===== src/verilog/rtc_seconds.sv =====
// Seconds count wraps at 32 bits; TICKS_PER_SEC must be at least 2
`timescale 1ns/1ps
`default_nettype none

module rtc_seconds #(
	parameter int TICKS_PER_SEC = 100
) (
	input  wire logic   clk,
	input  wire logic   resetn,
	output logic [31:0] seconds_o
);

	localparam int PW = $clog2(TICKS_PER_SEC);
	localparam logic [PW-1:0] PRESC_LAST = PW'(TICKS_PER_SEC - 1);

	logic [PW-1:0] presc;

	always_ff @(posedge clk) begin
		if (!resetn) begin
			presc     <= '0;
			seconds_o <= '0;
		end else if (presc == PRESC_LAST) begin
			presc     <= '0;
			seconds_o <= seconds_o + 1'b1;
		end else begin
			presc <= presc + 1'b1;
		end
	end

endmodule

`default_nettype wire


===== config.mk =====
export PLATFORM = sky130hd
export DESIGN_NAME = rtc_seconds
export DESIGN_NICKNAME = d
export VERILOG_FILES = /design/src/verilog/rtc_seconds.sv
export SDC_FILE = /design/constraint.sdc
export NUM_CORES = 1
export LEC_CHECK = 0
export BUFFER_PORTS_ARGS = -buffer_cell sky130_fd_sc_hd__buf_2
export CAP_MARGIN = 40
export CORE_ASPECT_RATIO = 1.2
export CORE_MARGIN = 3
export CORE_UTILIZATION = 46
export CTS_BUF_LIST = sky130_fd_sc_hd__clkbuf_4 sky130_fd_sc_hd__clkbuf_8 sky130_fd_sc_hd__clkbuf_16
export CTS_CLUSTER_DIAMETER = 200
export DETAILED_ROUTE_END_ITERATION = 8
export PLACE_DENSITY = 0.68
export SLEW_MARGIN = 40
export SYNTH_ARGS = -nofsm -noshare
export SYNTH_HDL_FRONTEND = slang
export SYNTH_SLANG_ARGS = --single-unit

===== constraint.sdc =====
create_clock -name clk -period 2.1 [get_ports clk]
set_input_delay 0.105 -clock clk [delete_from_list [all_inputs] [get_ports clk]]
set_output_delay 0.105 -clock clk [all_outputs]
set_load 0.02 [all_outputs]

---- Word level (Yosys, flattened, before mapping) ----
Cells that the tools add are included.
word-level totals
  bits in registers ....................... 39
  logic and storage cells ................. 7
operators by class
  add/sub/neg operators ................... 2
  eq/ne operators ......................... 1
  bitwise logic cells ..................... 1
  reduce and logical (&&, ||, !) cells .... 1
operator list
  kind                     count
  $add A32 B1 Y32 const B  1
  $add A7 B1 Y7 const B    1
  $eq A7 B7 Y1 const B     1
  $reduce_or A2 Y1         1
  $not A1 Y1               1

---- Logic depth before layout (Yosys ltp) ----
  depth in word-level cells ............... 2
  depth in mapped cells ................... 6

---- Worst setup path after synthesis ----
No wires, ideal clock.
  path type ............................... register to register
  from .................................... register seconds_o[0]
  to ...................................... register seconds_o[20]
  setup time .............................. 0.070 ns
  arrival time ............................ 1.734 ns
  setup slack ............................. 0.296 ns
  stages on the path, launching flop included .. 7
  buffers on the path ..................... 1
  clock period less this slack ............ 1.804 ns
  path through ............................ dfxtp_1 -> ha_1 -> and4b_1 -> buf_2 -> nand3_4 -> or4_1 -> a21oi_1
on the way
  longest elaborated chain between the ends .. 1
ends and longest elaborated chain
  what                      line  text
  start: declaration        10    output logic [31:0] seconds_o
  start signal: assignment  24    seconds_o <= seconds_o + 1'b1;
  $add A32 B1 Y32           24
Every way passes these cells.
A chain may end at the register's enable or synchronous reset.

---- Final worst setup path ----
  from .................................... register presc[0]
  to ...................................... register seconds_o[11]
on the way
  longest elaborated chain between the ends .. 1
ends and longest elaborated chain
  what                      line  text
  start: declaration        16    logic [PW-1:0] presc;
  start signal: assignment  26    presc <= presc + 1'b1;
  $eq A7 B7 Y1              22    end else if (presc == PRESC_LAST) begin
Every way passes these cells.

==> results.md <==
* Status: completed
* Startpoint types: register
* Min cycle time layout at ~1900 ps
* Post-synth top area cell: dfxtp_1
* DRT Pass-1 Iters at 4
* Placeable Area at roughly 4000 um^2
* P&R area growth vs syn at 16.1%
* CTS sink cnt at 39
* Total grt overflow at 0
* Drc violations at 0
* Synth Warn # at 0
* Syn avg cell area at a little under 9 um^2
* WP data required at 2320 ps
* Crit Path Class: register to register
* Final setup vio count at 0
* Top cell type's share of synthesized area at 0.409
* Via density per instance at about 5.4
* Cell Area, Synth at roughly 1900 um^2
* Worst IR Drop VDD at 0.355 mV
* Total negative setup slack at 0 ps
* Worst flop-to-flop path endpoint: seconds_o[11]$_SDFFE_PN0N_
* CP bufs+invs at 1
* Worst path top cell family by delay: simple AND/OR/NAND/NOR gates
* Hold_sp: resetn
* Routed WL at a little under 4000 um
* H-tree Lvls at 2
* Max-cap viol count at 0
* Syn nets at around 220
* Initial antenna violation count at 0
* Crit Path Max Fanout at 8
* Via count at 1659
* CTS Buf Count at 5
* Final worst path period share at 0.897
* Worst-Margin Slew at 421 ps
* Rows at 25
* Vias in the first global route at about 1500
* Post-synth ARST share at 0
* Clk Tree Root Cell: clkbuf_8
* Setup Fix Bufs, Post-CTS at 0
* R2R Setup Slk at 220 ps
* Hold Crit Endpoint: seconds_o[24]$_SDFFE_PN0N_
* Final RePlAce weighted congestion at roughly 0.75
* Worst clock skew at between 8 and 9 ps
* Clk Latency, worst-skew pair at 290 ps
* Hold Buf Count CTS at 0
* Global-route wire length before repair at between 6000 and 7000 um
* I/O Pins at 34
* Sequential share of the synthesized area at 0.409
* Ranking of synthesized cells by area: dfxtp_1 41%, xor2_1 5.5%, nand2_1 4.9%, mux2i_1 4.7%, nand3_1 3.7%
* Leak pwr at a little under 0.0009 uW
* Most common cell in the netlist: dfxtp_1
* Die height at 76.5 um
* CTS tree: built
* Share of layout cells above drive strength 1 at 0.209
* Reg-to-Reg Start: presc[0]$_SDFF_PP0_
* Die X at around 65 um
* Initial core utilization at 0.480
* Post-synthesis register bit count at 39
* Hold Path Depth at 3
* Final Hold Fails at 0
* Final Max Tran Viols at 0
* Detail Route Antenna Nets at 0
* Synth Instances at 218
* R2R depth at 6
* Detail Placement HPWL at 2880 um
* Slowest library cell on the worst path: dfxtp_1
* PostCTS Resize Cnt at 0
* Detailed Route Iter0 Violations at between 60 and 70
* Commonest cells post-synth: 39 x dfxtp_1, 25 x nand2_1, 14 x nand3_1, 14 x nor2_1, 13 x a21oi_1
* Post-synth top flop: dfxtp_1
* Worst-path clk slew at about 70 ps
* Worst Setup End Kind: register
* CP peak stage delay at between 300 and 400 ps
* Data arrival, critical path at ~2100 ps
* Crit-path cells: ha_1, and4bb_4, nand4_2, buf_4, or3_1, a21oi_1
* Number of I/O port buffers at 33
* Antenna fix cells at 0
* Net count, final at 257
* Final Util at 0.557
* RSZ-0062 raised after global routing: no
* FMAX at 0.531 GHz
* Worst Hold Class: primary input to register
* Slew headroom at 0.718
* FILL cells at between 300 and 400
* Clk buf depth at 2
* Pin count of the biggest net entering global routing at 24
* Tot GR Track Use at 0.172
* Synth unique cells at 35
* Die area at slightly below 5000 um^2
* EDFF count, synth at 0
* Routed WL per cell at ~13 um
* Pwr Density at 580 nW/um^2
==> cells in the final DEF, fill, tap and decap left out, types with 7 or more instances in the layout <==
master / count
a21oi_1: 13
and3_1: 8
buf_2: 33
dfxtp_1: 39
mux2i_1: 9
nand2_1: 25
nand2b_1: 9
nand3_1: 14
nor2_1: 14
nor4_1: 9
o21ai_0: 7
or3_1: 7
xor2_1: 12
==> cell type report <==
| type | instances | area [um^2] | area share |
|---|---|---|---|
| Multi-Input combinational cell | 165 | 1060 | 0.477 |
| Sequential cell | 39 | 781 | 0.353 |
| Timing Repair Buffer | 39 | 210 | 0.0949 |
| Clock buffer | 6 | 82.6 | 0.0373 |
| Tap cell | 54 | 67.6 | 0.0305 |
| Inverter | 3 | 11.3 | 0.00508 |
| Clock inverter | 1 | 5.00 | 0.00226 |
==> sequential cells by signal (all words and copies together) (netlist names) <==
signal / count
presc: 7
seconds_o: 32
==> routing by layer <==
layer,GRT usage,routed length (um),part of all wire,up-vias
met5,0,0,0,-
met4,0.0655,64,0.016,0
met3,0.0442,153,0.039,7
met2,0.289,1880,0.48,27
met1,0.206,1830,0.47,770
li1,-,-,-,855
==> cell families (layout without fill, tap and decap cells) <==
family,Yosys count,in the layout,synth area share
fa+ha+maj,2,2,0.0131
flops,39,39,0.409
buf+inv,14,49,0.0361
mux,10,10,0.0532
xor+xnor,13,13,0.0597
simple gates,113,113,0.347
compound gates,27,27,0.0814
==> worst min-delay path, stage by stage <==
cell and delay [ps]:
buf_2 230, nand2_1 110, mux2i_1 50
==> metrics by stage <==
step	area, um^2	total power (uW)	hold slack [ps]	std cells	setup slack [ps]
after floorplan	1910	787	261	218	296
after global placement	2130	795	445	300	288
after detailed placement	2130	795	456	300	234
after CTS	2210	1300	239	307	204
after global routing	2210	1340	279	307	47.4
final	2210	1280	244	307	217
==> power breakdown <==
part	internal [uW]	switching (uW)	total [uW]
Sequential	744	4.92	749
Clock	257	248	506
Combinational	9.36	19.4	28.8
Total	1010	273	1280
==> how the worst max path moves through the flow <==
stage,start,cells after the start,to
finish,presc[0]$_SDFF_PP0_,6,seconds_o[11]$_SDFFE_PN0N_
global placement,presc[0]$_SDFF_PP0_,5,seconds_o[27]$_SDFFE_PN0N_
detailed placement,presc[0]$_SDFF_PP0_,6,seconds_o[15]$_SDFFE_PN0N_
CTS,presc[0]$_SDFF_PP0_,6,seconds_o[15]$_SDFFE_PN0N_
floorplan,seconds_o[0]$_SDFFE_PN0N_,6,seconds_o[20]$_SDFFE_PN0N_
global route,presc[0]$_SDFF_PP0_,6,seconds_o[9]$_SDFFE_PN0N_
Note: power is estimated with default switching activity, not from simulation.
