$ cat src/verilog/sysctl_pkg.sv
// Address views assume a RAM of at most 16384 words and one system-register page at region F
`default_nettype none

package sysctl_pkg;

	// RAM view of a bus address
	typedef struct packed {
		logic [15:0] upper;
		logic [13:0] word;
		logic [1:0]  lane;
	} ram_addr_t;

	// System-register view of a bus address
	typedef struct packed {
		logic [3:0]  region;
		logic [11:0] unused;
		logic [15:0] offset;
	} reg_addr_t;

	typedef union packed {
		ram_addr_t ram;
		reg_addr_t regs;
	} sys_addr_u;

	// All strobes low means a read
	typedef struct packed {
		sys_addr_u   addr;
		logic [31:0] wdata;
		logic [3:0]  wstrb;
	} mem_req_t;

	typedef struct packed {
		logic txbusy;
		logic dr;
	} uart_status_t;

	localparam logic [3:0] SYSREG_REGION = 4'hf;

	localparam logic [15:0] REG_UART_DATA   = 16'h0000;
	localparam logic [15:0] REG_UART_STATUS = 16'h0004;
	localparam logic [15:0] REG_LED         = 16'h1000;
	localparam logic [15:0] REG_SECONDS     = 16'h1100;

endpackage

`default_nettype wire

$ cat src/verilog/mem_router.sv
// Master must hold valid and the request until ready and drop valid before the next request
`timescale 1ns/1ps
`default_nettype none

module mem_router import sysctl_pkg::*; #(
	parameter int BRAM_WORDS = 1536
) (
	input  wire logic        clk,
	input  wire logic        resetn,
	input  wire logic        mem_valid_i,
	input  wire mem_req_t    mem_req_i,
	output logic             mem_ready_o,
	output logic [31:0]      mem_rdata_o,
	output logic             ram_sel_o,
	output logic             reg_sel_o,
	output mem_req_t         req_o,
	input  wire logic        ram_ready_i,
	input  wire logic [31:0] ram_rdata_i,
	input  wire logic        reg_ready_i,
	input  wire logic [31:0] reg_rdata_i
);

	localparam logic [31:0] RAM_BYTES = 32'(BRAM_WORDS * 4);

	logic hit_ram;
	logic hit_reg;
	logic active;
	logic done;
	logic unmap_ready;

	assign hit_ram = mem_req_i.addr < RAM_BYTES;
	assign hit_reg = !hit_ram && (mem_req_i.addr.regs.region == SYSREG_REGION);

	// Request open and not yet answered
	assign active = resetn && mem_valid_i && !done && !mem_ready_o;

	assign ram_sel_o = active && hit_ram;
	assign reg_sel_o = active && hit_reg;
	assign req_o     = mem_req_i;

	// done stays set from the answer until valid drops, and through reset
	always_ff @(posedge clk) begin
		if (!resetn) begin
			done        <= 1'b1;
			unmap_ready <= 1'b0;
		end else begin
			unmap_ready <= active && !hit_ram && !hit_reg;
			if (!mem_valid_i)
				done <= 1'b0;
			else if (mem_ready_o)
				done <= 1'b1;
		end
	end

	// At most one target answers in a cycle
	assign mem_ready_o = ram_ready_i || reg_ready_i || unmap_ready;

	always_comb begin
		if (ram_ready_i)
			mem_rdata_o = ram_rdata_i;
		else if (reg_ready_i)
			mem_rdata_o = reg_rdata_i;
		else
			mem_rdata_o = '0;
	end

endmodule

`default_nettype wire

$ cat config.mk
export PLATFORM = sky130hd
export DESIGN_NAME = mem_router
export DESIGN_NICKNAME = d
export VERILOG_FILES = /design/src/verilog/sysctl_pkg.sv /design/src/verilog/mem_router.sv
export SDC_FILE = /design/constraint.sdc
export NUM_CORES = 1
export LEC_CHECK = 0
export BUFFER_PORTS_ARGS = -buffer_cell sky130_fd_sc_hd__clkbuf_2
export CAP_MARGIN = 20
export CORE_AREA = 2 2 94 96
export DETAILED_ROUTE_END_ITERATION = 10
export DIE_AREA = 0 0 96 98
export PLACE_DENSITY = 0.51
export SYNTH_ARGS = -nofsm -noshare
export SYNTH_HDL_FRONTEND = slang
export SYNTH_SLANG_ARGS = --single-unit
$ cat constraint.sdc
create_clock -name clk -period 2.3 [get_ports clk]
set_input_delay 0.69 -clock clk [delete_from_list [all_inputs] [get_ports clk]]
set_output_delay 0.69 -clock clk [all_outputs]
set_load 0.05 [all_outputs]
Word level (Yosys, flattened, before mapping)
Index checks and enable logic that the tools add are counted.
{"block": "word_totals", "regBits": 2, "latchBits": 0, "ramBits": 0, "rom_bits": 0, "wordCells": 23, "memories": 0}
{"block": "classes", "add_sub_neg": 0, "n_mul": 0, "div_mod_pow": 0, "magnitude_cmp": 1, "eq_ne": 2, "shift": 0, "mux": 4, "bitwise_logic": 0, "reduce_logical": 14}
{"operator": "2-to-1 mux 32 bit", "count": 2}
{"operator": "< comparator 32 x 13 -> 1 bit, second input constant", "count": 1}
{"operator": "logical AND 1 bit", "count": 8}
{"operator": "equality test 4 bit, second input constant", "count": 1}
{"operator": "logical NOT 1 bit", "count": 4}
{"operator": "logical OR 1 bit", "count": 2}
{"operator": "2-to-1 mux 1 bit", "count": 2}
{"operator": "!= test 2 x 1 -> 1 bit, second input constant", "count": 1}

Longest topological paths before layout
{"block": "depth", "ltp_word": 6, "depth_mapped": 4}

Least setup slack after synthesis
OpenSTA, ideal clock, no wires.
{"block": "synth_path", "kind": "input -> output", "start": "input port ram_ready_i", "end": "output port mem_rdata_o[27]", "t_arrival_ns": 2.156, "path_slack_ns": -0.546, "path_stages": 3, "path_buffers": 2, "cell_sequence": "buf_2 > buf_1 > o21ai_0"}
{"block": "synth_via", "elab_chain_len": 1}
{"item": "start: declaration", "line_no": "mem_router.sv:17", "source": "input wire logic ram_ready_i,"}
{"item": "2-to-1 mux 32 bit", "line_no": "mem_router.sv:59", "source": "if (ram_ready_i)"}
{"item": "end: declaration", "line_no": "mem_router.sv:13", "source": "output logic [31:0] mem_rdata_o,"}
No other way between the ends.

Final worst setup path
{"block": "layout_path", "start": "input port mem_req_i[58] (netlist bit)", "end": "output port ram_sel_o"}
{"block": "layout_via", "elab_chain_len": 2}
{"item": "start: declaration", "line_no": "mem_router.sv:11", "source": "input wire mem_req_t mem_req_i,"}
{"item": "< comparator 32 x 13 -> 1 bit", "line_no": "mem_router.sv:31", "source": "assign hit_ram = mem_req_i.addr < RAM_BYTES;"}
{"item": "logical AND 1 bit", "line_no": "mem_router.sv:37", "source": "assign ram_sel_o = active && hit_ram;"}
{"item": "end: declaration", "line_no": "mem_router.sv:14", "source": "output logic ram_sel_o,"}
No other way between the ends.

==> results.md <==
### Power and ir drop
* Net Switching: 0.398 mW
* power per standard cell area: 359 nW/µm²
* share of power burned in registers: 0.042
* Total Power Consumption: 0.888 mW
* LEAKAGE: 1.25 nW
* Internal Pwr Total: 0.490 mW
* Logic pwr share: 0.801
* Clk pwr share: 0.157
* Worst IR Drop VDD: 118 µV
* sw frac: 0.448

### Floorplan
* core area: 8470 µm²
* Boundary Pins: 240
* # rows: 34
* total die area: 9410 µm²
* die width: 96 µm
* initial core utilization: 0.117
* Die Height: 98 µm

### Cells and area
* commonest cells after routing, fill and taps aside: sky130_fd_sc_hd__clkbuf_2, sky130_fd_sc_hd__a22o_4, sky130_fd_sc_hd__buf_12
* Area growth syn-to-layout: 150%
* final cell count without fillers: 331
* most common cell after layout, fill and taps aside: sky130_fd_sc_hd__clkbuf_2
* core utilization of the finished layout: 0.292
* final design area excluding fillers: 2470 µm²
* ratio of cells with drive above 1 in the final layout: 0.919
* count of inserted antenna diode cells: 0
* fin nets: 362

### Route
* final routed wirelength across all metal layers: 4.78 mm
* vias post-DR: 1325
* 1st-pass router iterations: 3
* ratio of routed vias to standard cells: 4.00
* # DRC: 0
* met1 layer wirelength in the final routing: 1.52 mm
* drt wl/cell: 14.4 µm
* count of antenna-violating nets left after detailed routing: 0
* sum of met3 wire segment lengths after detailed routing: 525 µm
* DR top layer: met4
* met2 routed wirelength: 2.66 mm
* number of design-rule violations left by the first detailed-router iteration: 38

### Yosys
* number of distinct library cell variants in the gate-level netlist after synthesis: 22
* Syn Area/Cell: 7.56 µm²
* total of warnings raised by yosys: 0
* number of enable-type register cells in the synthesized netlist: 0
* share of async-settable or async-resettable flops after synthesis: 0
* total of flip-flops plus latches after synthesis: 2
* cell count after synthesis: 131
* share of synthesized area occupied by flip-flops and latches: 0.0404
* synthesized net count: 268
* area of the mapped netlist: 991 µm²
* top flip-flop cell by instance count after synthesis: sky130_fd_sc_hd__dfxtp_1

### Placed design
* worst setup slack before clock tree synthesis: -239 ps
* DP Cell Count: 320
* routability congestion estimate: 0.744
* HPWL after DPL: 3.34 mm
* placed instance area: 1680 µm²
* input/output buffers: 145

### CTS
* TritonCTS clock tree: built
* CTS buffer count: 3
* root buffer selected by CTS: sky130_fd_sc_hd__clkbuf_8
* clock insertion delay at the later pin of the skew report: 210 ps
* CTS clock-pin slew for the worst setup and hold paths: 30 ps
* H-tree Lvls: 1
* number of hold buffers added after cts: 0
* maximum clock path buffer count: 2
* Num Clock Sinks: 2

### Critical path
* endpoint required time on the critical path: 1610 ps
* element type at the critical path start: input port
* worst path cell trace: buf_6 > or4_4 > a21oi_4 > and3b_2 > buf_12
* critical path's largest stage delay: 530 ps
* Arrival @ worst endpoint: 1820 ps
* critical path's top delay family: simple AND/OR/NAND/NOR gates
* count of buffer and inverter cells on the critical path: 2
* Max FO, Critical Path: 2
* Worst path slowest cell: sky130_fd_sc_hd__or4_4
* kind of end point of the critical path: output port
* Setup Crit Path Kind: input port to output port

### Timing
* max-slew headroom at the worst pin: 0.767
* post-route clock skew: 1.15 ps
* Final Max Slew Viols: 0
* worst-case hold slack: 724 ps
* share of the cycle needed by the critical path after routing: 1.09
* Setup Viol. Count Final: 18
* setup slack of the critical path after layout: -211 ps
* sum of negative setup slack: -723 ps
* setup repair after global routing missed its margin: true
* number of hold violations in the final report: 0
* transition at the pin with the smallest max-transition slack: 349 ps
* clock period minus final worst setup slack: 2510 ps
* top achievable clock speed: 398 MHz

### Global route
* overflow left after global routing: 0
* global-route wire length before repair: 6.85 mm
* maximum number of pins on one net before global-route repair: 23
* GRT Util Overall: 0.0948
* initial antenna violation count: 0
* number of global-route vias before repair: 1458

### Min path
* Hold Path Class: input port to flop

### Status
* outcome: complete, but fails checks
* failing checks: negative setup slack

### Job
* count of maximum capacitance violations: 0

[metal layers]
metal,up-vias,global-route usage
met5,-,0
met4,0,0.0308
met3,12,0.0347
met2,111,0.186
met1,608,0.0862
li1,594,-
[worst reg2reg max path, cell delays in order, from the launching register on]
cell	delay [ps]
sky130_fd_sc_hd__dfxtp_1	310
sky130_fd_sc_hd__nor4_4	260
sky130_fd_sc_hd__buf_4	160
sky130_fd_sc_hd__buf_4	100
sky130_fd_sc_hd__buf_4	90
sky130_fd_sc_hd__nand4_1	90
sky130_fd_sc_hd__a21oi_1	120
[repair_timing]
item / in CTS / in global routing
setup endpoints to repair: 32 / 33
gates cloned: 3 / 0
pin swaps: 1 / 6
setup buffers: 5 / 3
gates resized for setup: 94 / 15
[power by group through the flow]
stage | Sequential [mW] | Combinational [mW] | Clock, mW
2_1_floorplan | 0.0371 | 0.549 | 0
3_3_place_gp | 0.0373 | 0.523 | 0
3_5_place_dp | 0.0373 | 0.527 | 0
4_1_cts | 0.0369 | 0.706 | 0.143
5_1_grt | 0.0375 | 0.741 | 0.147
6_report | 0.0373 | 0.712 | 0.139
[synth_stat cells (2+ instances only)]
library cell / instances / area (µm²)
sky130_fd_sc_hd__o21ai_0: 3 / 15.0
sky130_fd_sc_hd__nand4_1: 2 / 12.5
sky130_fd_sc_hd__dfxtp_1: 2 / 40.0
sky130_fd_sc_hd__nand2_1: 4 / 15.0
sky130_fd_sc_hd__clkbuf_1: 2 / 7.51
sky130_fd_sc_hd__buf_4: 68 / 510
sky130_fd_sc_hd__buf_2: 4 / 20.0
sky130_fd_sc_hd__a22o_1: 30 / 263
sky130_fd_sc_hd__nor4_1: 3 / 18.8
[final timing paths]
| kind | from | end | slack [ps] | depth (start not counted) |
|---|---|---|---|---|
| worst max-delay path | mem_req_i[58] | ram_sel_o | -210 | 5 |
| worst min register to register | unmap_ready | done | 910 | 5 |
| worst max register to register | done | unmap_ready | 1090 | 6 |
| worst min-delay path | resetn | done | 720 | 2 |
[flip-flops by register name, summed over array words and instances, names as in the netlist]
name,flops
done,1
unmap_ready,1
[layout make-up]
cell class | instances | area, µm²
clock buffers | 3 | 41.3
fillers | 875 | 5990
inverters | 1 | 3.75
multi-input cells | 53 | 703
flip-flops and latches | 2 | 40.0
well taps | 108 | 135
repair buffers | 164 | 1550
[logic make-up after synthesis]
family	synth area share
flip-flops	0.0404
AND/OR/NAND/NOR	0.115
AO/OA/AOI/OAI	0.294
buffers and inverters	0.551
Power figures use the tool's default switching activity.
