--- src/verilog/uart.sv ---
// 8N1 only, no parity; CLKS_PER_BIT must be at least 4; tx_start is ignored while a frame is sent
`timescale 1ns/1ps
`default_nettype none

module uart #(
	parameter int CLKS_PER_BIT = 8
) (
	input  wire logic       clk,
	input  wire logic       resetn,
	input  wire logic       tx_start_i,
	input  wire logic [7:0] tx_byte_i,
	output logic            tx_active_o,
	input  wire logic       rx_i,
	output logic            tx_o,
	output logic            rx_valid_o,
	output logic [7:0]      rx_byte_o
);

	localparam int CW = $clog2(CLKS_PER_BIT + 1);
	localparam logic [CW-1:0] BIT_LAST  = CW'(CLKS_PER_BIT - 1);
	localparam logic [CW-1:0] HALF_LAST = CW'(CLKS_PER_BIT / 2 - 1);

	logic [CW-1:0] tx_cnt;
	logic [3:0]    tx_bits;
	logic [8:0]    tx_shift;
	logic          tx_load;
	logic          tx_next;

	logic [1:0]    rx_sync;
	logic          rx_s;
	logic          rx_busy;
	logic [CW-1:0] rx_cnt;
	logic [3:0]    rx_bits;
	logic [7:0]    rx_shift;
	logic          rx_sample;

	assign tx_load = !tx_active_o && tx_start_i;
	assign tx_next = tx_active_o && (tx_cnt == BIT_LAST) && (tx_bits != 4'd0);

	// Data bits then the stop bit
	always_ff @(posedge clk) begin
		if (tx_load)
			tx_shift <= {1'b1, tx_byte_i};
		else if (tx_next)
			tx_shift <= {1'b1, tx_shift[8:1]};
	end

	always_ff @(posedge clk) begin
		if (!resetn) begin
			tx_active_o <= 1'b0;
			tx_o        <= 1'b1;
			tx_cnt      <= '0;
			tx_bits     <= '0;
		end else if (tx_load) begin
			tx_active_o <= 1'b1;
			tx_o        <= 1'b0;
			tx_cnt      <= '0;
			tx_bits     <= 4'd9;
		end else if (tx_active_o) begin
			if (tx_cnt != BIT_LAST) begin
				tx_cnt <= tx_cnt + 1'b1;
			end else begin
				tx_cnt <= '0;
				if (tx_bits == 4'd0) begin
					tx_active_o <= 1'b0;
				end else begin
					tx_o    <= tx_shift[0];
					tx_bits <= tx_bits - 1'b1;
				end
			end
		end
	end

	assign rx_s      = rx_sync[1];
	assign rx_sample = rx_busy && (rx_cnt == '0);

	// Sample 0 is the start bit, 1 to 8 data, 9 stop
	always_ff @(posedge clk) begin
		if (!resetn) begin
			rx_sync    <= 2'b11;
			rx_busy    <= 1'b0;
			rx_cnt     <= '0;
			rx_bits    <= '0;
			rx_valid_o <= 1'b0;
		end else begin
			rx_sync    <= {rx_sync[0], rx_i};
			rx_valid_o <= 1'b0;
			if (!rx_busy) begin
				if (!rx_s) begin
					rx_busy <= 1'b1;
					rx_cnt  <= HALF_LAST;
					rx_bits <= '0;
				end
			end else if (!rx_sample) begin
				rx_cnt <= rx_cnt - 1'b1;
			end else begin
				rx_cnt  <= BIT_LAST;
				rx_bits <= rx_bits + 1'b1;
				// False start on a glitch
				if (rx_bits == 4'd0 && rx_s)
					rx_busy <= 1'b0;
				else if (rx_bits == 4'd9) begin
					rx_busy    <= 1'b0;
					rx_valid_o <= rx_s;
				end
			end
		end
	end

	always_ff @(posedge clk) begin
		if (rx_sample && rx_bits != 4'd0 && rx_bits != 4'd9)
			rx_shift <= {rx_s, rx_shift[7:1]};
		if (rx_sample && rx_bits == 4'd9 && rx_s)
			rx_byte_o <= rx_shift;
	end

endmodule

`default_nettype wire

--- config.mk ---
export PLATFORM = sky130hd
export DESIGN_NAME = uart
export DESIGN_NICKNAME = d
export VERILOG_FILES = /design/src/verilog/uart.sv
export SDC_FILE = /design/constraint.sdc
export NUM_CORES = 1
export LEC_CHECK = 0
export ABC_AREA = 1
export ABC_CLOCK_PERIOD_IN_PS = 3510
export BUFFER_PORTS_ARGS = -buffer_cell sky130_fd_sc_hd__buf_2
export CAP_MARGIN = 0
export CORE_MARGIN = 2
export CORE_UTILIZATION = 55
export DETAILED_ROUTE_END_ITERATION = 16
export PLACE_DENSITY = 0.72
export SLEW_MARGIN = 20
export SYNTH_ARGS = -nofsm -noshare
export SYNTH_HDL_FRONTEND = slang
export SYNTH_SLANG_ARGS = --single-unit
--- constraint.sdc ---
create_clock -name clk -period 3.51 [get_ports clk]
set_input_delay 0.1755 -clock clk [delete_from_list [all_inputs] [get_ports clk]]
set_output_delay 0.1755 -clock clk [all_outputs]
set_load 0.05 [all_outputs]
=== Word level (Yosys, flattened, before mapping) ===
Cells that the tools add are included.
W data, S select, Z words.

* Add/subtract/negate cells: 4
* Multipliers: 0
* Divide/modulo/power cells: 0
* Order comparisons: 0
* Eq/ne operators: 8
* Shifts and indexed selects: 0
* Mux-type cells: 26
* Bitwise operators: 6
* Reduce and logical (&&, ||, !) cells: 22

{| class="wikitable"
|+ Operator list
! operator !! count
|-
| $mux W4 || 11
|-
| $mux W8 || 2
|-
| $mux W1 || 13
|-
| $logic_not A4 Y1 || 3
|-
| $logic_and A1 B1 Y1 || 9
|-
| $add A4 B1 Y4 const B || 2
|-
| $reduce_bool A4 Y1 || 2
|-
| $sub A4 B1 Y4 const B || 2
|-
| $not A1 Y1 || 6
|-
| $reduce_and A3 Y1 || 2
|-
| $reduce_or A5 Y1 || 1
|-
| $eq A4 B3 Y1 const B || 1
|-
| $eq A4 B4 Y1 const B || 1
|-
| $ne A2 B1 Y1 const B || 2
|-
| $ne A2 B2 Y1 const B || 2
|-
| $ne A4 B3 Y1 const B || 1
|-
| $ne A4 B4 Y1 const B || 1
|-
| $reduce_bool A2 Y1 || 2
|-
| $reduce_and A2 Y1 || 1
|-
| $reduce_or A2 Y1 || 1
|-
| $logic_not A1 Y1 || 1
|}

* Register bits after elaboration: 46
* Latch bits: 0
* Bits in writable memories: 0
* Bits in read-only memories: 0
* Input bits: 12
* Output and inout bits: 11
* Word-level logic and storage cells: 79
* Memories: 0

=== Depth between registers and ports, before layout ===
* Depth after elaboration: 5
* Gate-level depth with buffers: 8
* Mapped depth without buffers: 8

=== Least setup slack after synthesis ===
No wires, ideal clock.

* Kind: register to register
* Start: reg rx_cnt[0]
* End: reg rx_shift[0], enable pin
* Setup time: 0.383 ns
* Arrival time: 1.395 ns
* Required time: 3.127 ns
* Setup slack: 1.732 ns
* Cell stages (with the launch flop): 5
* Buffers on the path: 0
* Period minus slack after synthesis: 1.778 ns
* Path through: dfxtp_1 -> inv_1 -> ha_1 -> nand4_1 -> nor3_1

* Word-level cells in the longest chain between the ends: 4

{| class="wikitable"
|+ RTL lines
! item !! RTL line !! text
|-
| from (decl) || 32 || <nowiki>logic [CW-1:0] rx_cnt;</nowiki>
|-
| from (signal assigned) || 95 || <nowiki>rx_cnt <= rx_cnt - 1'b1;</nowiki>
|-
| $logic_not A4 Y1 || 75 || <nowiki>assign rx_sample = rx_busy && (rx_cnt == '0);</nowiki>
|-
| $logic_and A1 B1 Y1 || 75 ||
|-
| $logic_and A1 B1 Y1 (2 in a row) || 111 || <nowiki>if (rx_sample && rx_bits != 4'd0 && rx_bits != 4'd9)</nowiki>
|-
| to (signal assigned) || 112 || <nowiki>rx_shift <= {rx_s, rx_shift[7:1]};</nowiki>
|-
| to (decl) || 34 || <nowiki>logic [7:0] rx_shift;</nowiki>
|}

Every way passes these cells.
A chain may end at the register's enable or synchronous reset.

=== Final worst setup path ===
* Start: reg rx_cnt[0]
* End: reg rx_shift[7], enable pin

The elaborated chain is that of the path after synthesis.

==> out/results.txt <==
Status - completed
Post-CTS setup buffers - 0
Final Util - 63.6%
Nets - 237
Fillers - 292
Hold EP - tx_shift[7]
Total gr overflow - 0
Die Footprint - 3880 um2
Drc violations - 0
DRT iter0 DRCs - 43
Ant. Diodes - 0
Slew HR - 34.7%
Longest Clk Path Bufs - 2
Critical Path Source - rx_cnt[0]
Critical path capture point type - register
Num rows - 21
Via density - 4.99
Die height - 62.3 um
Power Density - 441 nW/um2
Placed cell count - 256
Synthesized net count - 208
Syn. warnings - 0
Worst slew pin tran - 972 ps
Crit Path Max Fanout - 8
PnR Total Power - 0.929 mW
Fin Clk Skew - 7.37 ps
Slew Limit Fails - 0
Global-route wire length before repair - 5130 um
Arrival @ worst endpoint - 2030 ps
Synth Cell Area - 1870 um2
Hold slack - 75.1 ps
Post-detail-place hpwl - 2240 um
Final setup viols - 0
LEAKAGE - 0.901 nW
Clk sinks - 46
Distinct cells, synth - 26
Via count - 1322
Starting density of the core - 56.5%
CP Launch Type - register
Drt total wl - 2970 um
All-layer global routing usage - 16.9%
Share of post-route cells with drive strength above 1 - 17.4%
Hold path depth - 2
Max cap viols - 0
Largest net degree at the start of global routing - 17
Unrepaired setup endpoints after global routing - false
CTS tree - yes
Area Overhead vs Synth - 12.5%
Non-Filler Instances - 265
Post-synthesis cell count - 189
Tmin final - 2040 ps
Post-synthesis sequential area ratio - 62.1%
Initial antenna violation count - 0
Peak supply drop - 0.264 mV
Fmax - 491 MHz
Setup slack, reg-to-reg - 1470 ps
WP data required - 3500 ps
Crit Path Category - reg2reg
Reg2Reg Depth - 4
Root Driver - clkbuf_4
Final Cycle Share - 58.0%
Avg Inst Size Synth - 9.90 um2
DRT Pass-1 Iters - 5
Clock Latency Late Sink - 350 ps
Vias in the first global route - 1242
Final GP Congestion - 0.808
Port Buffers - 22
Worst Hold Class - in2reg
Reg clk slew, reported paths - 130 ps
Reg2reg end - rx_shift[7]
Worst r2r src - rx_cnt[0]
Post-Route Setup TNS - 0 ps
Total CTS buffers - 5
Wire per inst - 11.2 um
Hold_sp - tx_byte_i[7]
Hold Vio Cnt, Final - 0
CTS H-tree depth - 2
Flop and latch count out of synthesis - 46
DIE WIDTH - 62.3 um
Number of primary I/O pins - 23
Total core area - 3310 um2
Post-route ant nets - 0
## worst max-delay path, stage by stage, from the launching register on
cell,delay (ps)
dfxtp_1,340
inv_1,110
ha_1,180
nand4_1,230
nor3_1,810
## worst max-delay path by stage
stage                  endpoint  slack [ps]  cells after the start
finish              rx_shift[7]        1470                      4
global route        rx_shift[7]        1280                      4
global placement    rx_shift[4]        1550                      4
detailed placement  rx_shift[3]        1440                      4
CTS                 rx_shift[2]        1460                      4
floorplan           rx_shift[0]        1730                      4
## cells in the mapped netlist, drive strengths merged
library cell / instances / share of area, %
nand2: 44 / 9.0
inv: 27 / 5.4
edfxtp: 24 / 39
dfxtp: 22 / 24
nand3: 14 / 4.0
a21oi: 12 / 3.2
nor2: 12 / 2.8
ha: 7 / 4.7
nor3: 5 / 1.3
or2: 5 / 1.7
nand4: 4 / 1.3
o21ai: 4 / 1.1
a211oi: 1 / 0.40
a221oi: 1 / 0.47
a31oi: 1 / 0.33
buf: 1 / 0.27
clkinv: 1 / 0.20
nor3b: 1 / 0.40
o211ai: 1 / 0.40
xnor2: 1 / 0.47
xor2: 1 / 0.47
## metrics by stage
step	setup WS (ps)	instance area [um2]
2_1_floorplan	1730	1870
3_5_place_dp	1440	2030
5_1_grt	1280	2100
6_report	1470	2100
3_3_place_gp	1550	2030
4_1_cts	1460	2100
## registers in the layout (all words and copies together), names as in the netlist
signal / flops
tx_cnt: 4
rx_busy: 1
rx_cnt: 4
rx_valid_o: 1
rx_bits: 4
tx_active_o: 1
tx_o: 1
rx_sync: 2
tx_bits: 4
tx_shift: 8
rx_shift: 8
rx_byte_o: 8
## routing by layer
| metal | vias to the layer above | global-route usage (%) | part of all wire [%] |
|---|---|---|---|
| li1 | 688 | - | - |
| met1 | 607 | 19.7 | 45 |
| met2 | 22 | 29.2 | 50 |
| met3 | 5 | 4.89 | 3.4 |
| met4 | 0 | 7.22 | 1.6 |
| met5 | - | 0 | 0 |
## what timing repair did
item                                   CTS  global route
hold buffers                             1             0
gates resized for setup                  0             0
endpoints found under the hold margin    1             0
## cell usage in the layout, fill, tap and decap left out, types with 2 or more instances in the layout
cell type / instances
edfxtp_1: 24
dfxtp_1: 22
nor3_1: 5
o21ai_0: 4
ha_1: 7
buf_2: 22
nand2_1: 43
nor2_1: 11
nand4_1: 4
clkinvlp_4: 2
clkbuf_4: 5
nand3_1: 13
or2_2: 4
inv_1: 26
a21oi_1: 12
## cell families (layout without fill, tap and decap cells)
kind of cell,count (synthesis),after routing,synth area share [%]
xor gates and xnor gates,2,2,0.937
buffers and inverters,29,59,5.89
DFF,46,46,62.1
adders and majority gates,7,7,4.68
AOI/OAI and AO/OA,20,20,5.89
and+or+nand+nor,85,85,20.5
## where the power goes
part / internal, mW / switching, mW
registers: 0.584 / 0.0111
clock network: 0.0803 / 0.170
logic: 0.0296 / 0.0537
total: 0.694 / 0.235
## final cells by class
cell class	instances	area, um2	area share [%]
clock buffer	5	37.5	1.78
timing repair buffer	23	120	5.71
multi-input combinational	114	599	28.5
clock inverter	3	23.8	1.13
inverter	28	105	4.99
sequential	46	1160	55.2
tap	46	57.6	2.73
Power figures use the tool's default switching activity.
