<file path="config.mk">
export PLATFORM = sky130hd
export DESIGN_NAME = sys_regs
export DESIGN_NICKNAME = d
export VERILOG_FILES = /design/src/verilog/sysctl_pkg.sv /design/src/verilog/sys_regs.sv
export SDC_FILE = /design/constraint.sdc
export NUM_CORES = 1
export LEC_CHECK = 0
export ABC_AREA = 1
export BUFFER_PORTS_ARGS = -buffer_cell sky130_fd_sc_hd__buf_2
export CAP_MARGIN = 5
export CORE_AREA = 2 2 72 74
export CTS_CLUSTER_DIAMETER = 200
export CTS_CLUSTER_SIZE = 10
export DETAILED_ROUTE_END_ITERATION = 8
export DIE_AREA = 0 0 74 76
export GPL_TIMING_DRIVEN = 0
export PLACE_DENSITY = 0.83
export REMOVE_ABC_BUFFERS = 1
export SYNTH_ARGS = -nofsm -noshare
export SYNTH_HDL_FRONTEND = slang
export SYNTH_SLANG_ARGS = --single-unit
export TNS_END_PERCENT = 30
</file>
<file path="constraint.sdc">
create_clock -name clk -period 2 [get_ports clk]
set_input_delay 0.3 -clock clk [delete_from_list [all_inputs] [get_ports clk]]
set_output_delay 0.3 -clock clk [all_outputs]
set_load 0.02 [all_outputs]
</file>
<file path="src/verilog/sysctl_pkg.sv">
// Address views assume a RAM of at most 16384 words and one system-register page at region F
`default_nettype none

package sysctl_pkg;

	// RAM view of a bus address
	typedef struct packed {
		logic [15:0] upper;
		logic [13:0] word;
		logic [1:0]  lane;
	} ram_addr_t;

	// System-register view of a bus address
	typedef struct packed {
		logic [3:0]  region;
		logic [11:0] unused;
		logic [15:0] offset;
	} reg_addr_t;

	typedef union packed {
		ram_addr_t ram;
		reg_addr_t regs;
	} sys_addr_u;

	// All strobes low means a read
	typedef struct packed {
		sys_addr_u   addr;
		logic [31:0] wdata;
		logic [3:0]  wstrb;
	} mem_req_t;

	typedef struct packed {
		logic txbusy;
		logic dr;
	} uart_status_t;

	localparam logic [3:0] SYSREG_REGION = 4'hf;

	localparam logic [15:0] REG_UART_DATA   = 16'h0000;
	localparam logic [15:0] REG_UART_STATUS = 16'h0004;
	localparam logic [15:0] REG_LED         = 16'h1000;
	localparam logic [15:0] REG_SECONDS     = 16'h1100;

endpackage

`default_nettype wire

</file>
<file path="src/verilog/sys_regs.sv">
// Select comes from the router decode; a data write stalls while the transmitter is busy
`timescale 1ns/1ps
`default_nettype none

module sys_regs import sysctl_pkg::*; (
	input  wire logic        clk,
	input  wire logic        resetn,
	input  wire logic        sel_i,
	input  wire mem_req_t    req_i,
	output logic             ready_o,
	output logic [31:0]      rdata_o,
	output logic             tx_start_o,
	output logic [7:0]       tx_byte_o,
	input  wire logic        tx_active_i,
	input  wire logic        rx_valid_i,
	input  wire logic [7:0]  rx_byte_i,
	input  wire logic [31:0] seconds_i,
	input  wire logic        rts_i,
	output logic             cts_o,
	output logic             led_o
);

	uart_status_t status;
	logic [15:0]  offset;
	logic         is_write;
	logic         is_data;
	logic         tx_accept;
	logic         tx_stall;
	logic         data_read;
	logic         led_write;
	logic [31:0]  rd_data;

	assign offset    = req_i.addr.regs.offset;
	assign is_write  = |req_i.wstrb;
	assign is_data   = sel_i && (offset == REG_UART_DATA);
	assign tx_accept = is_data && is_write && !status.txbusy;
	assign tx_stall  = is_data && is_write && status.txbusy;
	assign data_read = is_data && !is_write;
	assign led_write = sel_i && is_write && (offset == REG_LED);

	always_comb begin
		case (offset)
			REG_UART_DATA:   rd_data = {24'h0, rx_byte_i};
			REG_UART_STATUS: rd_data = {30'h0, status};
			// LED pin is active low
			REG_LED:         rd_data = {31'h0, ~led_o};
			REG_SECONDS:     rd_data = seconds_i;
			default:         rd_data = '0;
		endcase
	end

	always_ff @(posedge clk) begin
		if (sel_i)
			rdata_o <= rd_data;
		if (tx_accept)
			tx_byte_o <= req_i.wdata[7:0];
	end

	always_ff @(posedge clk) begin
		if (!resetn) begin
			ready_o    <= 1'b0;
			tx_start_o <= 1'b0;
			status     <= '0;
			cts_o      <= 1'b0;
			led_o      <= 1'b0;
		end else begin
			ready_o    <= sel_i && !tx_stall;
			tx_start_o <= tx_accept;

			// Busy until the frame is out and the far end is ready
			if (!tx_start_o && !tx_active_i && !rts_i)
				status.txbusy <= 1'b0;
			if (tx_accept)
				status.txbusy <= 1'b1;

			if (data_read) begin
				status.dr <= 1'b0;
				cts_o     <= 1'b0;
			end
			// A byte landing with the read keeps dr set
			if (rx_valid_i) begin
				status.dr <= 1'b1;
				cts_o     <= 1'b1;
			end

			if (led_write)
				led_o <= ~req_i.wdata[0];
		end
	end

endmodule

`default_nettype wire

</file>
## Yosys cells after proc, flatten, opt, wreduce, memory -nomap -nowiden

Cells that the tools add are included.

- Flip-flop bits (word level): 45
- Bits in latches: 0
- Bits in writable memories: 0
- ROM bits: 0
- Bits of input ports: 114
- Output and inout bits: 44
- Word-level logic and storage cells: 37
- Memories: 0

- Add/subtract/negate cells: 0
- Multiply operators: 0
- Divide/modulo/power cells: 0
- $lt $le $gt $ge: 0
- Equality and inequality tests: 3
- Shifts and indexed selects: 0
- Muxes and demuxes: 5
- Bitwise logic cells: 2
- Reductions and logical operators: 20

Operators by type and width:

| kind | number |
|---|---|
| one-hot mux 32 bit (4 select lines) | 1 |
| equality test 16 x 13 -> 1 bit (second input constant) | 2 |
| equality test 16 x 3 -> 1 bit (second input constant) | 1 |
| zero test 16 bit | 1 |
| logical AND 1 bit | 10 |
| zero test 1 bit | 6 |
| 2-to-1 mux 1 bit | 4 |
| nonzero test 2 bit | 2 |
| OR reduction 4 bit | 1 |
| inverter 1 bit | 2 |

## Longest topological paths before layout

Gate-level depths: netlist (run 1).

- Depth after elaboration: 6
- Gate-level depth with buffers: 8
- Depth with buffers taken out: 8

## Least setup slack after synthesis (run 1)

Ideal clock, no wire load.

- Path kind: input port to flip-flop
- From: input req_i[43] in the netlist's numbering
- To: register tx_byte_o[0], enable pin
- Library setup time: 0.343 ns
- Arrival: 1.039 ns
- Required time: 1.657 ns
- Path slack: 0.619 ns
- Stages on the path: 5
- Buffers on the path: 0
- Path through: nor2_2 nand2_2 nor2_8 nand3_2 nor2_2

- Word-level cells in the longest chain between the ends: 4

RTL lines:

| what | RTL line | source |
|---|---|---|
| start: declaration | sys_regs.sv:9 | `input wire mem_req_t req_i,` |
| zero test 16 bit | sys_regs.sv:35 | `assign is_data = sel_i && (offset == REG_UART_DATA);` |
| logical AND 1 bit | sys_regs.sv:35 |  |
| logical AND 1 bit (2 in a row) | sys_regs.sv:36 | `assign tx_accept = is_data && is_write && !status.txbusy;` |
| named net tx_accept | sys_regs.sv:27 | `logic tx_accept;` |
| end signal: assignment | sys_regs.sv:56 | `tx_byte_o <= req_i.wdata[7:0];` |
| end: declaration | sys_regs.sv:13 | `output logic [7:0] tx_byte_o,` |

The timed path passes the listed nets, and every way through them passes these cells.
A chain may end at the register's enable or synchronous reset.

## Worst setup path after layout (run 1)

- From: input sel_i
- To: register tx_byte_o[0], enable pin

- Word-level cells in the longest chain between the ends: 3

RTL lines:

| what | RTL line | source |
|---|---|---|
| start: declaration | sys_regs.sv:8 | `input wire logic sel_i,` |
| logical AND 1 bit | sys_regs.sv:35 |  |
| logical AND 1 bit (2 in a row) | sys_regs.sv:36 |  |
| named net tx_accept | sys_regs.sv:27 |  |

The timed path passes the listed nets, and every way through them passes these cells.

==> run metrics, run 1 <==
status finished clean; initial core utilization 0.4027; ranking of synthesized cells by area edfxtp_1 61%, inv_1 7.6%, nor2_1 6.8%; CTS buffer count 5; Antenna Violating Nets Remaining 0; largest net degree at the start of global routing 36; max_slew headroom 0.4828; Leak 1.347 nW; Die Ht 76 um; DP Area 0.002591 mm2; vias in the first global route 1517; Clock transition at path regs 0.08 ns; met3 usage 0.03307; fin crit period 1.672 ns; CP Max Fanout 35; YS warnings 0; via count 1595; dpl ws 0.04128 ns; critical path launch point type primary input; Power Density 709.7 mW/mm2; sequential cell area fraction in the yosys report 0.6578; Crit Path Class primary input to register; Yosys reg bits 45; final WL 4.027 mm; CP Capture Type register; RSZ-0062 raised after global routing false; initial antenna violation count 0; Reg area 0.001301 mm2; fmax 597.9 MHz; Mapped Area 0.001978 mm2; initial DRC count 55; Fin. Hold Viols 0; number of vias per cell 4.334; H-tree Lvls 2; most crowded layer after global routing met2; I/O Pins 158; total of max-cap violations 0; met1 usage 0.1722; CTS root buf clkbuf_8; Antenna Diode Count 0; DRC Markers 0; Clock Tree Buf Depth 2; total gr overflow 0; Hold WS 0.1859 ns; RD Place Congestion 0.7594; Post-synth ARST share 0; hold crit path type primary input to register; Peak supply drop 0.0003646 V; Total Nets Final 411; first-pass GRT wire length 6.499 mm; GRT Total Usage 0.1502; # resized after CTS 0; Cells after Synth 178; M2 GR Usage 0.2545; Total Power 1.914 mW; P&R area growth vs syn 36.37%; final setup TNS 0 ns; Multi-input gate area 466.7 um2; Avg Synthesized Cell Area 11.11 um2; CTS tree done; detailed-placement wirelength estimate 3.084 mm; Skew-Pair Late Insertion Delay 0.28 ns; final worst path period share 0.8362; ratio of cells with drive above 1 in the final layout 0.4732; Post-synth EDFFs 40; cell taking the most area after synthesis edfxtp_1; filler instances 448; DRT Pass-1 Iters 4; fin worst setup slack 0.3276 ns; port bufs 117; Routed WL per cell 10.94 um; post-CTS setup buffer count 0; worst-margin pin slew 0.7759 ns; sw frac 0.2122; internal power 1.508 mW; Pins Over Slew Limit 0; Psw 406.3 uW; sequential power share 0.555; hold_buf cts 0; Fin Clk Skew 0.002036 ns; DIE WIDTH 74 um; CP arrival 1.61 ns; area of the die 0.005624 mm2; Yosys top cell area share 0.6072; post-route design area 0.002698 mm2; clock power share 0.339; Site Rows 26; total core area 0.004912 mm2; clock sink total 45; final setup fails 0; Logic pwr share 0.106; library cells used by synthesis 20; Worst Path Required 1.93 ns; Main synth FF type edfxtp_1
-- stage by stage --
step	util	instances
detailed placement	0.5275	360
finish	0.5492	368
global route	0.5492	368
global placement	0.5275	360
floorplan	-	173
CTS	0.5492	368
-- kinds of logic after synthesis --
logic type | synth area share
simple gates | 0.1974
buf+inv | 0.1063
compound gates | 0.03858
flops | 0.6578
-- layer usage --
| layer | share of wire | wire length (um) |
|---|---|---|
| met1 | 0.39 | 1560 |
| met2 | 0.53 | 2133 |
| met3 | 0.058 | 232 |
| met4 | 0.025 | 101 |
| met5 | 0 | 0 |
-- worst max-delay path, stage by stage --
cell and delay, ns:
buf_2 0.59, nand2_1 0.11, inv_1 0.12, nand3_2 0.08, nor2_2 0.38
-- sequential cells by signal, summed over array words and instances (netlist names) --
register / flops
led_o: 1
rdata_o: 32
ready_o: 1
status: 2
tx_byte_o: 8
tx_start_o: 1
-- final cells by class --
| type | instances | area share |
|---|---|---|
| clock buffers | 6 | 0.02690 |
| clock inverters | 2 | 0.01252 |
| inverters | 40 | 0.05566 |
| multi-input cells | 88 | 0.1730 |
| flip-flops and latches | 45 | 0.4824 |
| well taps | 70 | 0.03247 |
| repair buffers | 117 | 0.2171 |
-- placed cells by master (no fill, tap or decap), types with 3 or more instances in the layout --
master / n
buf_2: 117
o21ai_2: 6
nand2_1: 11
inv_1: 40
nand2_2: 3
nand3_1: 14
nor2_1: 36
clkbuf_8: 5
nand4_1: 3
nor2_2: 5
dfxtp_1: 5
edfxtp_1: 40
a21oi_1: 3
-- synthesized netlist by cell type, types with 3 or more instances --
library cell / instances
inv_1: 40
dfxtp_1: 5
nor2_2: 5
edfxtp_1: 40
nand2_1: 11
a21oi_1: 3
nor2_1: 36
buf_6: 4
nand2_2: 3
nand4_1: 3
o21ai_2: 6
nand3_1: 14
-- worst paths after layout --
check / from / end / slack (ns) / cells past startpoint
worst max-delay path: sel_i / tx_byte_o[0]$_DFFE_PP_ / 0.33 / 5
worst min-delay path: req_i[5] / tx_byte_o[1]$_DFFE_PP_ / 0.19 / 1
worst max register to register: status[1]$_SDFFE_PN0P_ / tx_byte_o[0]$_DFFE_PP_ / 0.90 / 1
worst min register to register: led_o$_SDFFE_PN0P_ / led_o$_SDFFE_PN0P_ / 0.49 / 2
-- power by group through the flow --
stage                     Combinational (mW)  Clock [mW]  Sequential, mW
final                                  0.203       0.649            1.06
after global routing                   0.224       0.714            1.07
after CTS                              0.205       0.675            1.06
after detailed placement               0.204           0            1.08
after global placement                 0.201           0            1.08
after floorplan                       0.0324           0            1.14
No activity file was read; power rests on OpenSTA's default activity.
==> inputs of run 2 (changes only) <==
--- a/config.mk
+++ b/config.mk
@@ -8,13 +8,13 @@
 export ABC_AREA = 1
 export BUFFER_PORTS_ARGS = -buffer_cell sky130_fd_sc_hd__buf_2
 export CAP_MARGIN = 5
-export CORE_AREA = 2 2 72 74
+export CORE_AREA = 2 2 79 81
 export CTS_CLUSTER_DIAMETER = 200
 export CTS_CLUSTER_SIZE = 10
 export DETAILED_ROUTE_END_ITERATION = 8
-export DIE_AREA = 0 0 74 76
+export DIE_AREA = 0 0 81 83
 export GPL_TIMING_DRIVEN = 0
-export PLACE_DENSITY = 0.83
+export PLACE_DENSITY = 0.74
 export REMOVE_ABC_BUFFERS = 1
 export SYNTH_ARGS = -nofsm -noshare
 export SYNTH_HDL_FRONTEND = slang
==> constraint.sdc (replaced) <==
create_clock -name clk -period 1.5 [get_ports clk]
set_input_delay 0.225 -clock clk [delete_from_list [all_inputs] [get_ports clk]]
set_output_delay 0.225 -clock clk [all_outputs]
set_load 0.02 [all_outputs]
==> run 2 against run 1 <==
Effect of this change:
- non-clock buffer count unchanged
- count of clock-buffer cells in the layout decreased by 1
- worst hold slack got worse by 0.077 ns
- wire length increased by 5.0%
- critical endpoint is now tx_byte_o[1]$_DFFE_PP_
- sequential share of layout area down 0.20 points
- flip-flop and latch count stayed put
- cell area rose by 0.42%
- largest power group unchanged
- power rose by 33%
- highest routed layer unchanged
==> run metrics, run 2 (synthesis gave the netlist of run 1 again) <==
status finished clean; total gr overflow 0; hold crit path type primary input to register; total of max-cap violations 0; Clock transition at path regs 0.08 ns; Antenna Violating Nets Remaining 0; total core area 0.005816 mm2; largest registers rdata_o (32), tx_byte_o (8), status (2); Worst Setup SP req_i[47]; GRT Total Usage 0.1268; area of the die 0.006723 mm2; Fin Clk Skew 0.003509 ns; P&R area growth vs syn 36.94%; dpl ws -0.4384 ns; CTS buffer count 5; reg-to-reg startpoint status[1]$_SDFFE_PN0P_; H-tree Lvls 2; max reg flops 32; DIE WIDTH 81 um; Die Ht 83 um; max_slew headroom 0.7054; CTS tree done; clock sink total 45; final setup fails 0; DRT Pass-1 Iters 4; Crit Path Class primary input to register; RSZ-0062 raised after global routing false; ratio of cells with drive above 1 in the final layout 0.4781; Pins Over Slew Limit 0; CP Max Fanout 12; Worst Reg-to-Reg Cells 1; Total Nets Final 411; worst-margin pin slew 0.4419 ns; critical path launch point type primary input; largest net degree at the start of global routing 36; CP arrival 1.30 ns; fin crit period 1.324 ns; RD Place Congestion 0.7572; commonest non-fill, non-tap cells in the layout 116 x buf_2, 40 x inv_1, 40 x edfxtp_1; final core occ 0.4658; filler instances 566; initial DRC count 48; Skew-Pair Late Insertion Delay 0.29 ns; Crit Reg-Reg Endpoint tx_byte_o[1]$_DFFE_PP_; commonest non-fill, non-tap cell in the layout buf_2; Fin. Hold Viols 0; detailed-placement wirelength estimate 3.205 mm; crit path capture tx_byte_o[1]$_DFFE_PP_; via count 1570; Antenna Diode Count 0; port bufs 117; final WL 4.230 mm; vias in the first global route 1486; DRC Markers 0; initial antenna violation count 0; hold_buf cts 0; initial core utilization 0.3401; Total Power 2.554 mW; Routed WL per cell 11.37 um; R2R setup slack 0.53 ns; Site Rows 28; I/O Pins 158; Worst Path Required 1.47 ns; Leak 1.350 nW; first-pass GRT wire length 6.617 mm; Peak supply drop 0.0003321 V; Clock Tree Buf Depth 2; Reg with most FFs rdata_o; final setup TNS 0 ns; Power Density 942.7 mW/mm2; fin worst setup slack 0.1758 ns; number of vias per cell 4.220; fmax 755.2 MHz; CTS root buf clkbuf_8; Hold WS 0.1084 ns; final worst path period share 0.8828; CP Capture Type register
-- run 2: power by group --
group | internal, mW | switching (mW)
clock network | 0.484 | 0.382
logic | 0.115 | 0.157
registers | 1.40 | 0.0105
total | 2.00 | 0.550
-- run 2: how the worst min path moves through the flow --
stage	from	endpoint	slack, ns	cells past startpoint
floorplan	req_i[4]	tx_byte_o[0]$_DFFE_PP_	0.32	0
CTS	req_i[7]	tx_byte_o[3]$_DFFE_PP_	0.1	1
global placement	req_i[5]	tx_byte_o[1]$_DFFE_PP_	0.40	1
detailed placement	req_i[7]	tx_byte_o[3]$_DFFE_PP_	0.40	1
finish	req_i[7]	tx_byte_o[3]$_DFFE_PP_	0.11	1
global route	req_i[5]	tx_byte_o[1]$_DFFE_PP_	0.09	1
-- run 2: worst max-delay path, cell delays in order --
cell and delay, ns:
buf_2 0.10, nor2_1 0.15, nand2_2 0.11, nor2_4 0.31
nand3_2 0.15, nor2_4 0.25
-- run 2: layer usage --
| layer | global-route usage | routed length, um | part of all wire | vias to the layer above |
|---|---|---|---|---|
| met5 | 0 | 0 | 0 | - |
| met4 | 0.06780 | 125 | 0.030 | 0 |
| met3 | 0.02609 | 357 | 0.084 | 12 |
| met2 | 0.2164 | 2112 | 0.50 | 82 |
| met1 | 0.1459 | 1634 | 0.39 | 671 |
| li1 | - | - | - | 805 |
-- run 2: area by class of cell --
cell class	instances	area (um2)	share of cell area
clock buffers	5	68.82	0.02540
flip-flops and latches	45	1301	0.4804
well taps	75	93.84	0.03464
clock inverters	2	35.03	0.01293
multi-input cells	88	471.7	0.1741
inverters	40	150.1	0.05543
repair buffers	117	588.1	0.2171
-- run 2: repair_timing --
item	CTS	global route
resized for setup	1	1
gates cloned	0	0
buffers inserted	0	0
endpoints found under the setup margin	10	10
-- run 2: per-stage QoR --
step	instances	cell area, um2
after detailed placement	365	2597
after global placement	365	2597
after global routing	372	2709
after CTS	372	2704
after floorplan	173	1918
final	372	2709
==> inputs of run 3 (changes only) <==
--- a/config.mk
+++ b/config.mk
@@ -8,13 +8,13 @@
 export ABC_AREA = 1
 export BUFFER_PORTS_ARGS = -buffer_cell sky130_fd_sc_hd__buf_2
 export CAP_MARGIN = 5
-export CORE_AREA = 2 2 79 81
+export CORE_AREA = 2 2 72 74
 export CTS_CLUSTER_DIAMETER = 200
-export CTS_CLUSTER_SIZE = 10
+export CTS_CLUSTER_SIZE = 8
 export DETAILED_ROUTE_END_ITERATION = 8
-export DIE_AREA = 0 0 81 83
+export DIE_AREA = 0 0 74 76
 export GPL_TIMING_DRIVEN = 0
-export PLACE_DENSITY = 0.74
+export PLACE_DENSITY = 0.83
 export REMOVE_ABC_BUFFERS = 1
 export SYNTH_ARGS = -nofsm -noshare
 export SYNTH_HDL_FRONTEND = slang
==> constraint.sdc (replaced) <==
create_clock -name clk -period 1.6 [get_ports clk]
set_input_delay 0.24 -clock clk [delete_from_list [all_inputs] [get_ports clk]]
set_output_delay 0.24 -clock clk [all_outputs]
set_load 0.02 [all_outputs]
==> run 3 against run 2 <==
Effect of this change:
- worst setup slack lost 0.042 ns
- first-iteration DRC count rose by 29%
- register-to-register slack got worse by 0.03 ns
- global-route usage is 2.3 points higher
- clock power decreased by 6.4%
- worst hold slack better by 0.017 ns
- critical path depth unchanged
- clock skew shrank 0.0015 ns
- largest cell class unchanged
==> run metrics, run 3 (synthesis gave the netlist of run 1 again) <==
critical path launch point type primary input; Site Rows 26; initial antenna violation count 0; largest registers rdata_o (32), tx_byte_o (8), status (2); filler instances 447; DRC Markers 0; status finished clean; DP Area 0.002591 mm2; via count 1592; hold depth 1; final WL 4.027 mm; max_slew headroom 0.6757; port bufs 117; Fin Clk Skew 0.002056 ns; CP Capture Type register; Pins Over Slew Limit 0; Skew-Pair Late Insertion Delay 0.28 ns; final core occ 0.5497; area of the die 0.005624 mm2; commonest non-fill, non-tap cell in the layout buf_2; I/O Pins 158; Reg with most FFs rdata_o; R2R setup slack 0.50 ns; CP Max Fanout 12; GRT Total Usage 0.1502; number of vias per cell 4.326; Antenna Diode Count 0; CTS root buf clkbuf_8; final worst path period share 0.9161; RSZ-0062 raised after global routing false; Crit Reg-Reg Endpoint tx_byte_o[0]$_DFFE_PP_; Crit Path Class primary input to register; Leak 1.348 nW; P&R area growth vs syn 36.50%; reg-to-reg startpoint status[1]$_SDFFE_PN0P_; worst-margin pin slew 0.4864 ns; Fin. Hold Viols 0; post-route design area 0.002700 mm2; final setup fails 0; largest net degree at the start of global routing 36; DRT Pass-1 Iters 4; first-pass GRT wire length 6.499 mm; total of max-cap violations 0; commonest non-fill, non-tap cells in the layout 116 x buf_2, 40 x inv_1, 40 x edfxtp_1; # resized after CTS 0; initial core utilization 0.4027; hold worst-path end tx_byte_o[1]$_DFFE_PP_; total core area 0.004912 mm2; Die Ht 76 um; Power Density 886.3 mW/mm2; vias in the first global route 1517; detailed-placement wirelength estimate 3.084 mm; ratio of cells with drive above 1 in the final layout 0.4732; DIE WIDTH 74 um; Clock transition at path regs 0.08 ns; H-tree Lvls 2; CTS tree done; Total Nets Final 411; final setup TNS 0 ns; hold_sp req_i[5]; Clock Tree Buf Depth 2; fmax 682.2 MHz; Peak supply drop 0.0004557 V; clock sink total 45; RD Place Congestion 0.7594; CTS buffer count 5; Worst Reg-to-Reg Cells 1; total gr overflow 0; Antenna Violating Nets Remaining 0; hold_buf cts 0; hold crit path type primary input to register; post-CTS setup buffer count 0; CP arrival 1.40 ns; initial DRC count 62; fin crit period 1.466 ns; max reg flops 32; Worst Path Required 1.53 ns; Routed WL per cell 10.94 um
## run 3: worst max path at each step
stage,endpoint,slack [ns],startpoint
final,tx_byte_o[0]$_DFFE_PP_,0.13,req_i[47]
after global routing,tx_byte_o[4]$_DFFE_PP_,0.02,req_i[47]
after CTS,tx_byte_o[4]$_DFFE_PP_,0.008,sel_i
after detailed placement,tx_byte_o[4]$_DFFE_PP_,-0.30,sel_i
after global placement,tx_byte_o[7]$_DFFE_PP_,-0.25,sel_i
after floorplan,tx_byte_o[0]$_DFFE_PP_,0.19,req_i[47]
## run 3: final cells by class
cell class,instances,area (um2),share of cell area
Clock inverter,2,33.78,0.01251
Multi-Input combinational cell,88,466.7,0.1728
Clock buffer,6,72.57,0.02688
Timing Repair Buffer,117,588.1,0.2178
Inverter,40,150.1,0.05561
Sequential cell,45,1301,0.4819
Tap cell,70,87.58,0.03244
## run 3: per-stage QoR
stage	setup slack (ns)	hold WS [ns]	instances	power (mW)
floorplan	0.1906	0.3389	173	1.459
global placement	-0.2469	0.4171	360	1.604
detailed placement	-0.2987	0.4187	360	1.611
CTS	0.008181	0.1163	368	2.429
global route	0.02287	0.1098	368	2.506
finish	0.1342	0.1258	368	2.393
## run 3: power by group
part           internal (mW)  total, mW  switching, mW
combinational          0.108      0.254          0.147
clock                  0.461      0.811          0.350
sequential              1.32       1.33         0.0107
## run 3: worst max-delay path: stages
cell     delay, ns
buf_2         0.10
nor2_1        0.15
nand2_2       0.11
nor2_4        0.30
nand3_2       0.13
nor2_2        0.38
## run 3: routing by layer
layer / share of wire / track usage / vias to the layer above
met5: 0 / 0 / -
met4: 0.019 / 0.08000 / 0
met3: 0.054 / 0.03307 / 8
met2: 0.54 / 0.2545 / 64
met1: 0.39 / 0.1722 / 712
li1: - / - / 808
